## config.mk

```make
export PLATFORM = sky130hd
export DESIGN_NAME = psx_loader_top
export DESIGN_NICKNAME = d
export VERILOG_FILES = /design/src/psx_loader_pkg.sv /design/src/mem_wr_if.sv /design/src/loader_ctrl.sv /design/src/word_packer.sv /design/src/mem_write_port.sv /design/src/fb_config.sv /design/src/psx_loader_top.sv
export VERILOG_INCLUDE_DIRS = /design/src
export SDC_FILE = /design/constraint.sdc
export NUM_CORES = 1
export LEC_CHECK = 0
export ABC_AREA = 0
export BUFFER_PORTS_ARGS = -buffer_cell sky130_fd_sc_hd__buf_4
export CORE_ASPECT_RATIO = 0.6
export CORE_MARGIN = 8
export CORE_UTILIZATION = 43
export DETAILED_ROUTE_END_ITERATION = 8
export PLACE_DENSITY = 0.71
export SLEW_MARGIN = 20
export SYNTH_ARGS = -nofsm -noshare
export SYNTH_HDL_FRONTEND = slang
export SYNTH_SLANG_ARGS = --single-unit
```

## constraint.sdc

```tcl
create_clock -name clk_1x -period 4.6 [get_ports clk_1x]
set_clock_uncertainty 0.05 [all_clocks]
set_input_delay 0.23 -clock clk_1x [delete_from_list [all_inputs] [get_ports clk_1x]]
set_output_delay 0.23 -clock clk_1x [all_outputs]
set_load 0.02 [all_outputs]
```

## src/psx_loader_params.svh

```systemverilog
// load bases, bus widths, framebuffer constants and line stride
`ifndef PSX_LOADER_PARAMS_SVH
`define PSX_LOADER_PARAMS_SVH

// ============================================================
// download and system RAM
// ============================================================

// byte address width of the download channel and the RAM port
`define PSX_ADDR_W 27
// one download word from the host
`define PSX_HALF_W 16
// one packed RAM word
`define PSX_WORD_W 32

// bios image lands at 2 MB
`define PSX_BIOS_BASE 27'h0200000
// executables land at 4 MB
`define PSX_EXE_BASE 27'h0400000

// ============================================================
// framebuffer in DDR
// ============================================================

`define PSX_FB_ORIGIN 32'h3000_0000
// one VRAM line, 1024 pixels of 2 bytes
`define PSX_FB_STRIDE 14'd2048
// bgr 1555, 16 bpp
`define PSX_FB_FMT_16 5'd12
// rgb 888, 24 bpp
`define PSX_FB_FMT_24 5'd5
// full VRAM viewer window
`define PSX_VRAM_W 12'd1024
`define PSX_VRAM_H 12'd512

`endif

```

## src/psx_loader_pkg.sv

```systemverilog
// package with the download-kind and RAM write handshake state enums
`default_nettype none

package psx_loader_pkg;

	// ============================================================
	// download kind, decoded from the host download index
	// ============================================================

	typedef enum logic [1:0] {
		// no download running
		DL_NONE = 2'd0,
		// index 0, bios image
		DL_BIOS = 2'd1,
		// index 1 to 254, executable
		DL_EXE  = 2'd2,
		// index 255, cheat codes, not loaded
		DL_CODE = 2'd3
	} dl_kind_e;

	// ============================================================
	// four-phase RAM write handshake
	// ============================================================

	typedef enum logic [1:0] {
		// waiting for a packed word
		WR_IDLE    = 2'd0,
		// req high, waiting for ack high
		WR_REQ     = 2'd1,
		// req low, waiting for ack low
		WR_RELEASE = 2'd2
	} wr_state_e;

endpackage

`default_nettype wire

```

## src/mem_wr_if.sv

```systemverilog
// interface for one packed RAM write from the word packer to the write port
`default_nettype none

`include "psx_loader_params.svh"

interface mem_wr_if;

	// one-cycle strobe, addr and data valid with it
	logic                   valid;
	// RAM byte address, already rebased
	logic [`PSX_ADDR_W-1:0] addr;
	// upper half in 31:16, lower half in 15:0
	logic [`PSX_WORD_W-1:0] data;
	// write port still in a handshake
	logic                   busy;

	// source side
	modport packer (
		output valid,
		output addr,
		output data,
		input  busy
	);

	// sink side
	modport port (
		input  valid,
		input  addr,
		input  data,
		output busy
	);

endinterface

`default_nettype wire

```

## src/loader_ctrl.sv

```systemverilog
// download control with index decode, write gating, exe load pulse and core reset
`default_nettype none

module loader_ctrl (
	input  wire                       clk_1x,
	input  wire                       rst_n,

	// host download channel
	input  wire                       ioctl_download,
	input  wire [7:0]                 ioctl_index,
	input  wire                       ioctl_wr,

	// to the word packer
	output psx_loader_pkg::dl_kind_e  kind,
	output logic                      half_wr,

	// to the core
	output logic                      load_exe,
	output logic                      exe_loaded,
	output logic                      core_reset
);

	// ============================================================
	// index decode
	// ============================================================

	// kind of the download on the inputs right now
	psx_loader_pkg::dl_kind_e kind_next;
	// kind one cycle late, for end detection
	psx_loader_pkg::dl_kind_e kind_d;

	always_comb begin
		kind_next = psx_loader_pkg::DL_NONE;
		if (ioctl_download) begin
			// 0 is bios, 255 is the cheat list, the rest are executables
			if (ioctl_index == 8'd0) begin
				kind_next = psx_loader_pkg::DL_BIOS;
			end else if (ioctl_index == 8'hff) begin
				kind_next = psx_loader_pkg::DL_CODE;
			end else begin
				kind_next = psx_loader_pkg::DL_EXE;
			end
		end
	end

	// ============================================================
	// write gating
	// ============================================================

	// only images that go to RAM reach the packer
	// cheat downloads are dropped here
	assign half_wr = ioctl_wr &
		((kind == psx_loader_pkg::DL_BIOS) | (kind == psx_loader_pkg::DL_EXE));

	// ============================================================
	// kind pipeline, load pulse, loaded flag, core reset
	// ============================================================

	always_ff @(posedge clk_1x or negedge rst_n) begin
		if (!rst_n) begin
			kind       <= psx_loader_pkg::DL_NONE;
			kind_d     <= psx_loader_pkg::DL_NONE;
			load_exe   <= 1'b0;
			exe_loaded <= 1'b0;
			// core held while the loader itself is in reset
			core_reset <= 1'b1;
		end else begin
			kind   <= kind_next;
			kind_d <= kind;

			// exe kind just dropped away
			// lands two cycles after ioctl_download falls
			load_exe <= (kind_d == psx_loader_pkg::DL_EXE) &&
				(kind != psx_loader_pkg::DL_EXE);

			// sticky until the next reset
			if (kind_next == psx_loader_pkg::DL_EXE) begin
				exe_loaded <= 1'b1;
			end

			// core stays in reset for any download
			core_reset <= ioctl_download;
		end
	end

endmodule

`default_nettype wire

```

## src/word_packer.sv

```systemverilog
// packs two 16-bit download halves into one 32-bit RAM word with its address
`default_nettype none

`include "psx_loader_params.svh"

module word_packer (
	input  wire                            clk_1x,
	input  wire                            rst_n,

	// from loader_ctrl
	input  psx_loader_pkg::dl_kind_e       kind,
	input  wire                            half_wr,

	// host download payload
	input  wire [`PSX_ADDR_W-1:0]          ioctl_addr,
	input  wire [`PSX_HALF_W-1:0]          ioctl_dout,

	// packed word out
	mem_wr_if.packer                       wr
);

	// lower half waiting for its partner
	logic [`PSX_HALF_W-1:0] lo_q;
	// rebased byte address of the word
	logic [`PSX_ADDR_W-1:0] addr_q;
	// completed word
	logic [`PSX_WORD_W-1:0] data_q;
	logic                   valid_q;

	// ioctl_addr bit 1 picks the half
	wire upper_wr = half_wr & ioctl_addr[1];
	wire lower_wr = half_wr & ~ioctl_addr[1];

	// load base per image kind
	wire [`PSX_ADDR_W-1:0] base =
		(kind == psx_loader_pkg::DL_BIOS) ? `PSX_BIOS_BASE : `PSX_EXE_BASE;

	// payload, no reset
	always_ff @(posedge clk_1x) begin
		if (lower_wr) begin
			lo_q   <= ioctl_dout;
			addr_q <= ioctl_addr + base;
		end
		if (upper_wr) begin
			data_q <= {ioctl_dout, lo_q};
		end
	end

	// strobe on the cycle after the upper half
	always_ff @(posedge clk_1x or negedge rst_n) begin
		if (!rst_n) begin
			valid_q <= 1'b0;
		end else begin
			valid_q <= upper_wr & ~wr.busy;
		end
	end

	assign wr.valid = valid_q;
	assign wr.addr  = addr_q;
	assign wr.data  = data_q;

endmodule

`default_nettype wire

```

## src/mem_write_port.sv

```systemverilog
// four-phase RAM write handshake and host wait flag
`default_nettype none

`include "psx_loader_params.svh"

module mem_write_port (
	input  wire                      clk_1x,
	input  wire                      rst_n,

	// packed word in
	mem_wr_if.port                   wr,

	// external RAM write channel
	output logic                     mem_req,
	input  wire                      mem_ack,
	output logic [`PSX_ADDR_W-1:0]   mem_addr,
	output logic [`PSX_WORD_W-1:0]   mem_data,

	// host throttle
	output logic                     ioctl_wait
);

	psx_loader_pkg::wr_state_e state;

	// ============================================================
	// handshake FSM
	// ============================================================

	always_ff @(posedge clk_1x or negedge rst_n) begin
		if (!rst_n) begin
			state <= psx_loader_pkg::WR_IDLE;
		end else begin
			case (state)
				psx_loader_pkg::WR_IDLE: begin
					if (wr.valid) state <= psx_loader_pkg::WR_REQ;
				end
				// hold req until the RAM takes the word
				psx_loader_pkg::WR_REQ: begin
					if (mem_ack) state <= psx_loader_pkg::WR_RELEASE;
				end
				// req is low, wait for ack to return low
				psx_loader_pkg::WR_RELEASE: begin
					if (!mem_ack) state <= psx_loader_pkg::WR_IDLE;
				end
				default: state <= psx_loader_pkg::WR_IDLE;
			endcase
		end
	end

	// address and data stay put for the whole handshake
	always_ff @(posedge clk_1x) begin
		if (wr.valid && (state == psx_loader_pkg::WR_IDLE)) begin
			mem_addr <= wr.addr;
			mem_data <= wr.data;
		end
	end

	// decoded from state, both rise together
	assign mem_req    = (state == psx_loader_pkg::WR_REQ);
	assign ioctl_wait = (state != psx_loader_pkg::WR_IDLE);
	assign wr.busy    = (state != psx_loader_pkg::WR_IDLE);

endmodule

`default_nettype wire

```

## src/fb_config.sv

```systemverilog
// registered framebuffer base, format, size, stride and video aspect ratio
`default_nettype none

`include "psx_loader_params.svh"

module fb_config (
	input  wire         clk_1x,
	input  wire         rst_n,

	// menu settings
	input  wire         color24,
	input  wire         vram_view,
	input  wire [1:0]   aspect_sel,

	// display geometry from the GPU
	input  wire [11:0]  display_width,
	input  wire [11:0]  display_height,
	input  wire [9:0]   display_offset_x,
	input  wire [8:0]   display_offset_y,

	// framebuffer setup
	output logic [31:0] fb_base,
	output logic [4:0]  fb_format,
	output logic [11:0] fb_width,
	output logic [11:0] fb_height,
	output logic [13:0] fb_stride,

	// aspect ratio for the scaler
	output logic [11:0] video_arx,
	output logic [11:0] video_ary
);

	// x offset in pixels of 2 bytes, y offset in lines of 2048 bytes
	wire [31:0] ofs_x_bytes = {21'd0, display_offset_x, 1'b0};
	wire [31:0] ofs_y_bytes = {12'd0, display_offset_y, 11'd0};
	wire [31:0] view_base   = `PSX_FB_ORIGIN + ofs_x_bytes + ofs_y_bytes;

	always_ff @(posedge clk_1x or negedge rst_n) begin
		if (!rst_n) begin
			fb_base   <= `PSX_FB_ORIGIN;
			fb_format <= `PSX_FB_FMT_16;
			fb_width  <= `PSX_VRAM_W;
			fb_height <= `PSX_VRAM_H;
			fb_stride <= `PSX_FB_STRIDE;
			video_arx <= 12'd4;
			video_ary <= 12'd3;
		end else begin
			// viewer shows all of VRAM from the origin
			fb_base   <= vram_view ? `PSX_FB_ORIGIN : view_base;
			fb_width  <= vram_view ? `PSX_VRAM_W : display_width;
			fb_height <= vram_view ? `PSX_VRAM_H : display_height;
			fb_format <= color24 ? `PSX_FB_FMT_24 : `PSX_FB_FMT_16;
			fb_stride <= `PSX_FB_STRIDE;

			// original ratio, 4:3 or 2:1 for the 1024x512 viewer
			if (aspect_sel == 2'd0) begin
				video_arx <= vram_view ? 12'd2 : 12'd4;
				video_ary <= vram_view ? 12'd1 : 12'd3;
			end else begin
				// other modes pass a small code with ary zero
				video_arx <= {10'd0, aspect_sel} - 12'd1;
				video_ary <= 12'd0;
			end
		end
	end

endmodule

`default_nettype wire

```

## src/psx_loader_top.sv

```systemverilog
// top level of the loader, wiring control, packer, write port and fb setup
`default_nettype none

`include "psx_loader_params.svh"

module psx_loader_top (
	input  wire                      clk_1x,
	input  wire                      rst_n,

	// host download channel
	input  wire                      ioctl_download,
	input  wire [7:0]                ioctl_index,
	input  wire                      ioctl_wr,
	input  wire [`PSX_ADDR_W-1:0]    ioctl_addr,
	input  wire [`PSX_HALF_W-1:0]    ioctl_dout,
	output wire                      ioctl_wait,

	// system RAM write channel
	output wire                      mem_req,
	input  wire                      mem_ack,
	output wire [`PSX_ADDR_W-1:0]    mem_addr,
	output wire [`PSX_WORD_W-1:0]    mem_data,

	// core control
	output wire                      load_exe,
	output wire                      exe_loaded,
	output wire                      core_reset,

	// display settings and geometry
	input  wire                      color24,
	input  wire                      vram_view,
	input  wire [1:0]                aspect_sel,
	input  wire [11:0]               display_width,
	input  wire [11:0]               display_height,
	input  wire [9:0]                display_offset_x,
	input  wire [8:0]                display_offset_y,

	// framebuffer and aspect outputs
	output wire [31:0]               fb_base,
	output wire [4:0]                fb_format,
	output wire [11:0]               fb_width,
	output wire [11:0]               fb_height,
	output wire [13:0]               fb_stride,
	output wire [11:0]               video_arx,
	output wire [11:0]               video_ary
);

	// ============================================================
	// download path
	// ============================================================

	psx_loader_pkg::dl_kind_e kind;
	wire                      half_wr;

	// packer to write port
	mem_wr_if u_wr_if ();

	loader_ctrl u_ctrl (
		.clk_1x         (clk_1x),
		.rst_n          (rst_n),
		.ioctl_download (ioctl_download),
		.ioctl_index    (ioctl_index),
		.ioctl_wr       (ioctl_wr),
		.kind           (kind),
		.half_wr        (half_wr),
		.load_exe       (load_exe),
		.exe_loaded     (exe_loaded),
		.core_reset     (core_reset)
	);

	word_packer u_packer (
		.clk_1x     (clk_1x),
		.rst_n      (rst_n),
		.kind       (kind),
		.half_wr    (half_wr),
		.ioctl_addr (ioctl_addr),
		.ioctl_dout (ioctl_dout),
		.wr         (u_wr_if.packer)
	);

	mem_write_port u_wr_port (
		.clk_1x     (clk_1x),
		.rst_n      (rst_n),
		.wr         (u_wr_if.port),
		.mem_req    (mem_req),
		.mem_ack    (mem_ack),
		.mem_addr   (mem_addr),
		.mem_data   (mem_data),
		.ioctl_wait (ioctl_wait)
	);

	// ============================================================
	// display setup
	// ============================================================

	fb_config u_fb (
		.clk_1x           (clk_1x),
		.rst_n            (rst_n),
		.color24          (color24),
		.vram_view        (vram_view),
		.aspect_sel       (aspect_sel),
		.display_width    (display_width),
		.display_height   (display_height),
		.display_offset_x (display_offset_x),
		.display_offset_y (display_offset_y),
		.fb_base          (fb_base),
		.fb_format        (fb_format),
		.fb_width         (fb_width),
		.fb_height        (fb_height),
		.fb_stride        (fb_stride),
		.video_arx        (video_arx),
		.video_ary        (video_ary)
	);

endmodule

`default_nettype wire

```

==> results.toml <==
[finish]
area_growth_pct = 48.4
drive_above_1_share = 0.407
design_area_um2 = 9730
final_util = 0.644
nets = 766

[synthesis]
post-synth-top-count-cell = "edfxtp_1"
synth_area_leaders = "edfxtp_1 (61%), dfrtp_1 (21%), buf_4 (5.5%), nor2b_1 (4.3%), dfstp_2 (2.8%)"
synth-edff-count = 134
avgSynthCellArea_um2 = 19.2
yosysTopAreaCellShare = 0.614
postSynthRegisterBits = 195
yosysWarnings = 0
synth_common_cells = "edfxtp_1 (134), dfrtp_1 (54), buf_4 (48)"
ys.flop_type = "edfxtp_1"
synthCells = 342
seq_area_frac_synth = 0.848
netlist_area_um2 = 6560
synthArstFlopShare = 0.313
synth_cell_type_count = 30
yosysTopAreaCell = "edfxtp_1"

[route]
num_vias = 3706
antenna_left = 0
routedWlPerCell_um = 17.2
via_per_inst = 4.24
routed_wl_um = 15000
dr.first_iter.drc_count = 191
drc = 0
firstDrtPassIters = 4

[timing]
setup_viol = 0
post-route-period-util = 0.494
setup_tns_ns = 0
layout_min_cycle_time_ns = 2.27
setup_slack_ns = 2.33
slew_headroom = 0.469
clock.fmax_ghz = 0.440
drv_slew = 0
rsz0062_at_grt = "false"
hold_viol = 0
worst_pin_slew_ns = 0.795

[clock_network]
clock-root-buffer = "clkbuf_16"
cts.clk_slew.worst_paths_ns = 0.08
cts_made_buffers = 17
insertion_delay_ns = 0.41
clockBufferDepth = 2
htreeDepth = 4
cts_tree = "built"
clock-sinks = 195

[placement]
io_buffers = 225
gp_congestion = 0.764
placed_area_um2 = 8290
place_hpwl_um = 10200
pre_cts_ws_ns = 2.29

[grt]
grt_pass1_vias = 4198
grt_pass1_wl_um = 23200
antenna_found_initial = 1
gr-usage-all-layers = 0.153
grt_overflow = 0
grt_max_degree = 62

[floorplan]
pin_count = 266
die_height_um = 112
dieArea_um2 = 19600
coreArea_um2 = 15100
die_w_um = 175
start_util = 0.434
placementRows = 35

[worst_setup_path]
cp-start-kind = "flop"
arrival_ns = 2.30
crit_path_end_kind = "flop"
crit_fanout = 32
critical_path_class = "flop to flop"
critPathRequiredTime_ns = 4.62

[run]
drv_cap = 0

[pwr]
ir_drop_uv = 213
p_leak_nw = 4.11
p_per_area_nw_per_um2 = 406
p_total_w = 0.00395

[worst_hold_path]
hold_path.class = "input port to flop"

[outcome]
outcome = "finished clean"
==> flip-flops by register name, indices dropped and copies added (netlist names), 4 cells and up <==
signal / count
u_packer.wr.addr: 27
u_packer.wr.data: 32
u_wr_port.mem_addr: 27
u_fb.video_arx: 4
u_packer.lo_q: 16
u_wr_port.mem_data: 32
u_fb.fb_width: 12
u_fb.fb_height: 12
u_fb.fb_base: 19
==> critical path, stage by stage (launching register included) <==
cell and delay, ns:
dfrtp_1 0.42, or2_2 0.33, nor2_4 0.62, buf_4 0.48
==> path summary, 6_finish.rpt <==
kind	start	endpoint	slack (ns)	cells past startpoint
worst max-delay path	u_wr_port.state[0]	u_wr_port.mem_data[24]	2.33	3
worst min-delay path	display_offset_x[9]	u_fb.fb_base[10]	0.02	2
worst max register to register	u_wr_port.state[0]	u_wr_port.mem_data[24]	2.33	3
worst min register to register	u_packer.wr.addr[1]	u_wr_port.mem_addr[1]	0.36	0
max in group asynchronous	rst_n	u_ctrl.load_exe	3.61	2
min in group asynchronous	rst_n	u_fb.video_arx[1]	0.37	2
==> cells by family after synthesis <==
kind of cell / after synthesis / synth area share
buffers and inverters: 61 / 0.0643
XOR/XNOR: 4 / 0.00535
flip-flops: 195 / 0.848
adder cells (fa/ha/maj): 5 / 0.0107
AND/OR/NAND/NOR: 70 / 0.0645
other: 2 / 0.00115
AO/OA/AOI/OAI: 5 / 0.00592
==> metrics by stage <==
stage / cells / hold WS [ns]
after CTS: 873 / 0.00389
final: 875 / 0.0221
after detailed placement: 759 / 0.296
after global routing: 875 / 0.0215
after global placement: 759 / 0.277
after floorplan: 381 / -0.116
==> report_power, final <==
part / total [W] / internal, W / leakage [nW] / switching [W]
Sequential: 0.00202 / 0.00198 / 1.99 / 0.0000340
Clock: 0.00145 / 0.000743 / 0.293 / 0.000708
Combinational: 0.000486 / 0.000219 / 1.83 / 0.000267
Total: 0.00395 / 0.00294 / 4.11 / 0.00101
==> layout make-up <==
type	instances	area, um2
sequential	195	5560
inverter	8	30.0
tap	203	254
clock inverter	14	175
clock buffer	18	429
fill	1057	5380
timing repair buffer	311	2540
multi-input combinational	125	733
antenna	1	2.50
==> timing repair <==
item / in CTS / in global routing
resized for setup: 0 / 0
hold endpoints to repair: 155 / 1
setup buffers: 0 / 0
hold buffers: 82 / 1
endpoints found under the setup margin: 0 / 0
==> placed cells by master, fill, tap and decap left out <==
| cell | netlist | final |
|---|---|---|
| dlygate4sd3_1 | 0 | 83 |
| a21boi_0 | 1 | 1 |
| inv_1 | 8 | 8 |
| and3b_1 | 1 | 1 |
| buf_4 | 48 | 228 |
| a31o_1 | 1 | 1 |
| a21o_1 | 1 | 1 |
| o21a_1 | 1 | 1 |
| xor2_1 | 1 | 1 |
| nor2_4 | 0 | 1 |
| nor4_1 | 1 | 1 |
| inv_8 | 0 | 3 |
| xnor2_1 | 3 | 3 |
| edfxtp_1 | 134 | 134 |
| clkbuf_1 | 0 | 1 |
| clkbuf_16 | 0 | 17 |
| nand2_1 | 6 | 6 |
| clkinv_8 | 0 | 5 |
| diode_2 | 0 | 1 |
| nor4_2 | 1 | 1 |
| or2_2 | 3 | 3 |
| fa_1 | 1 | 1 |
| or2_1 | 1 | 1 |
| nand4_1 | 3 | 3 |
| dfrtp_1 | 54 | 54 |
| nor2b_1 | 45 | 45 |
| nor3_1 | 2 | 2 |
| nor3b_2 | 0 | 1 |
| and2_2 | 1 | 1 |
| nor3b_1 | 2 | 1 |
| inv_6 | 0 | 4 |
| ha_1 | 4 | 4 |
| inv_12 | 0 | 1 |
| clkinv_4 | 0 | 1 |
| a211oi_1 | 1 | 1 |
| conb_1 | 2 | 41 |
| dfstp_2 | 7 | 7 |
| nor2_1 | 4 | 3 |
==> routing by layer <==
layer / vias to the layer above / global-route usage / share of wire
met1: 1781 / 0.176 / 0.39
met4: 0 / 0.0399 / 0.011
met5: - / 0 / 0
met3: 14 / 0.0743 / 0.11
li1: 1745 / - / -
met2: 166 / 0.252 / 0.49
(Power assumes the default switching activity.)
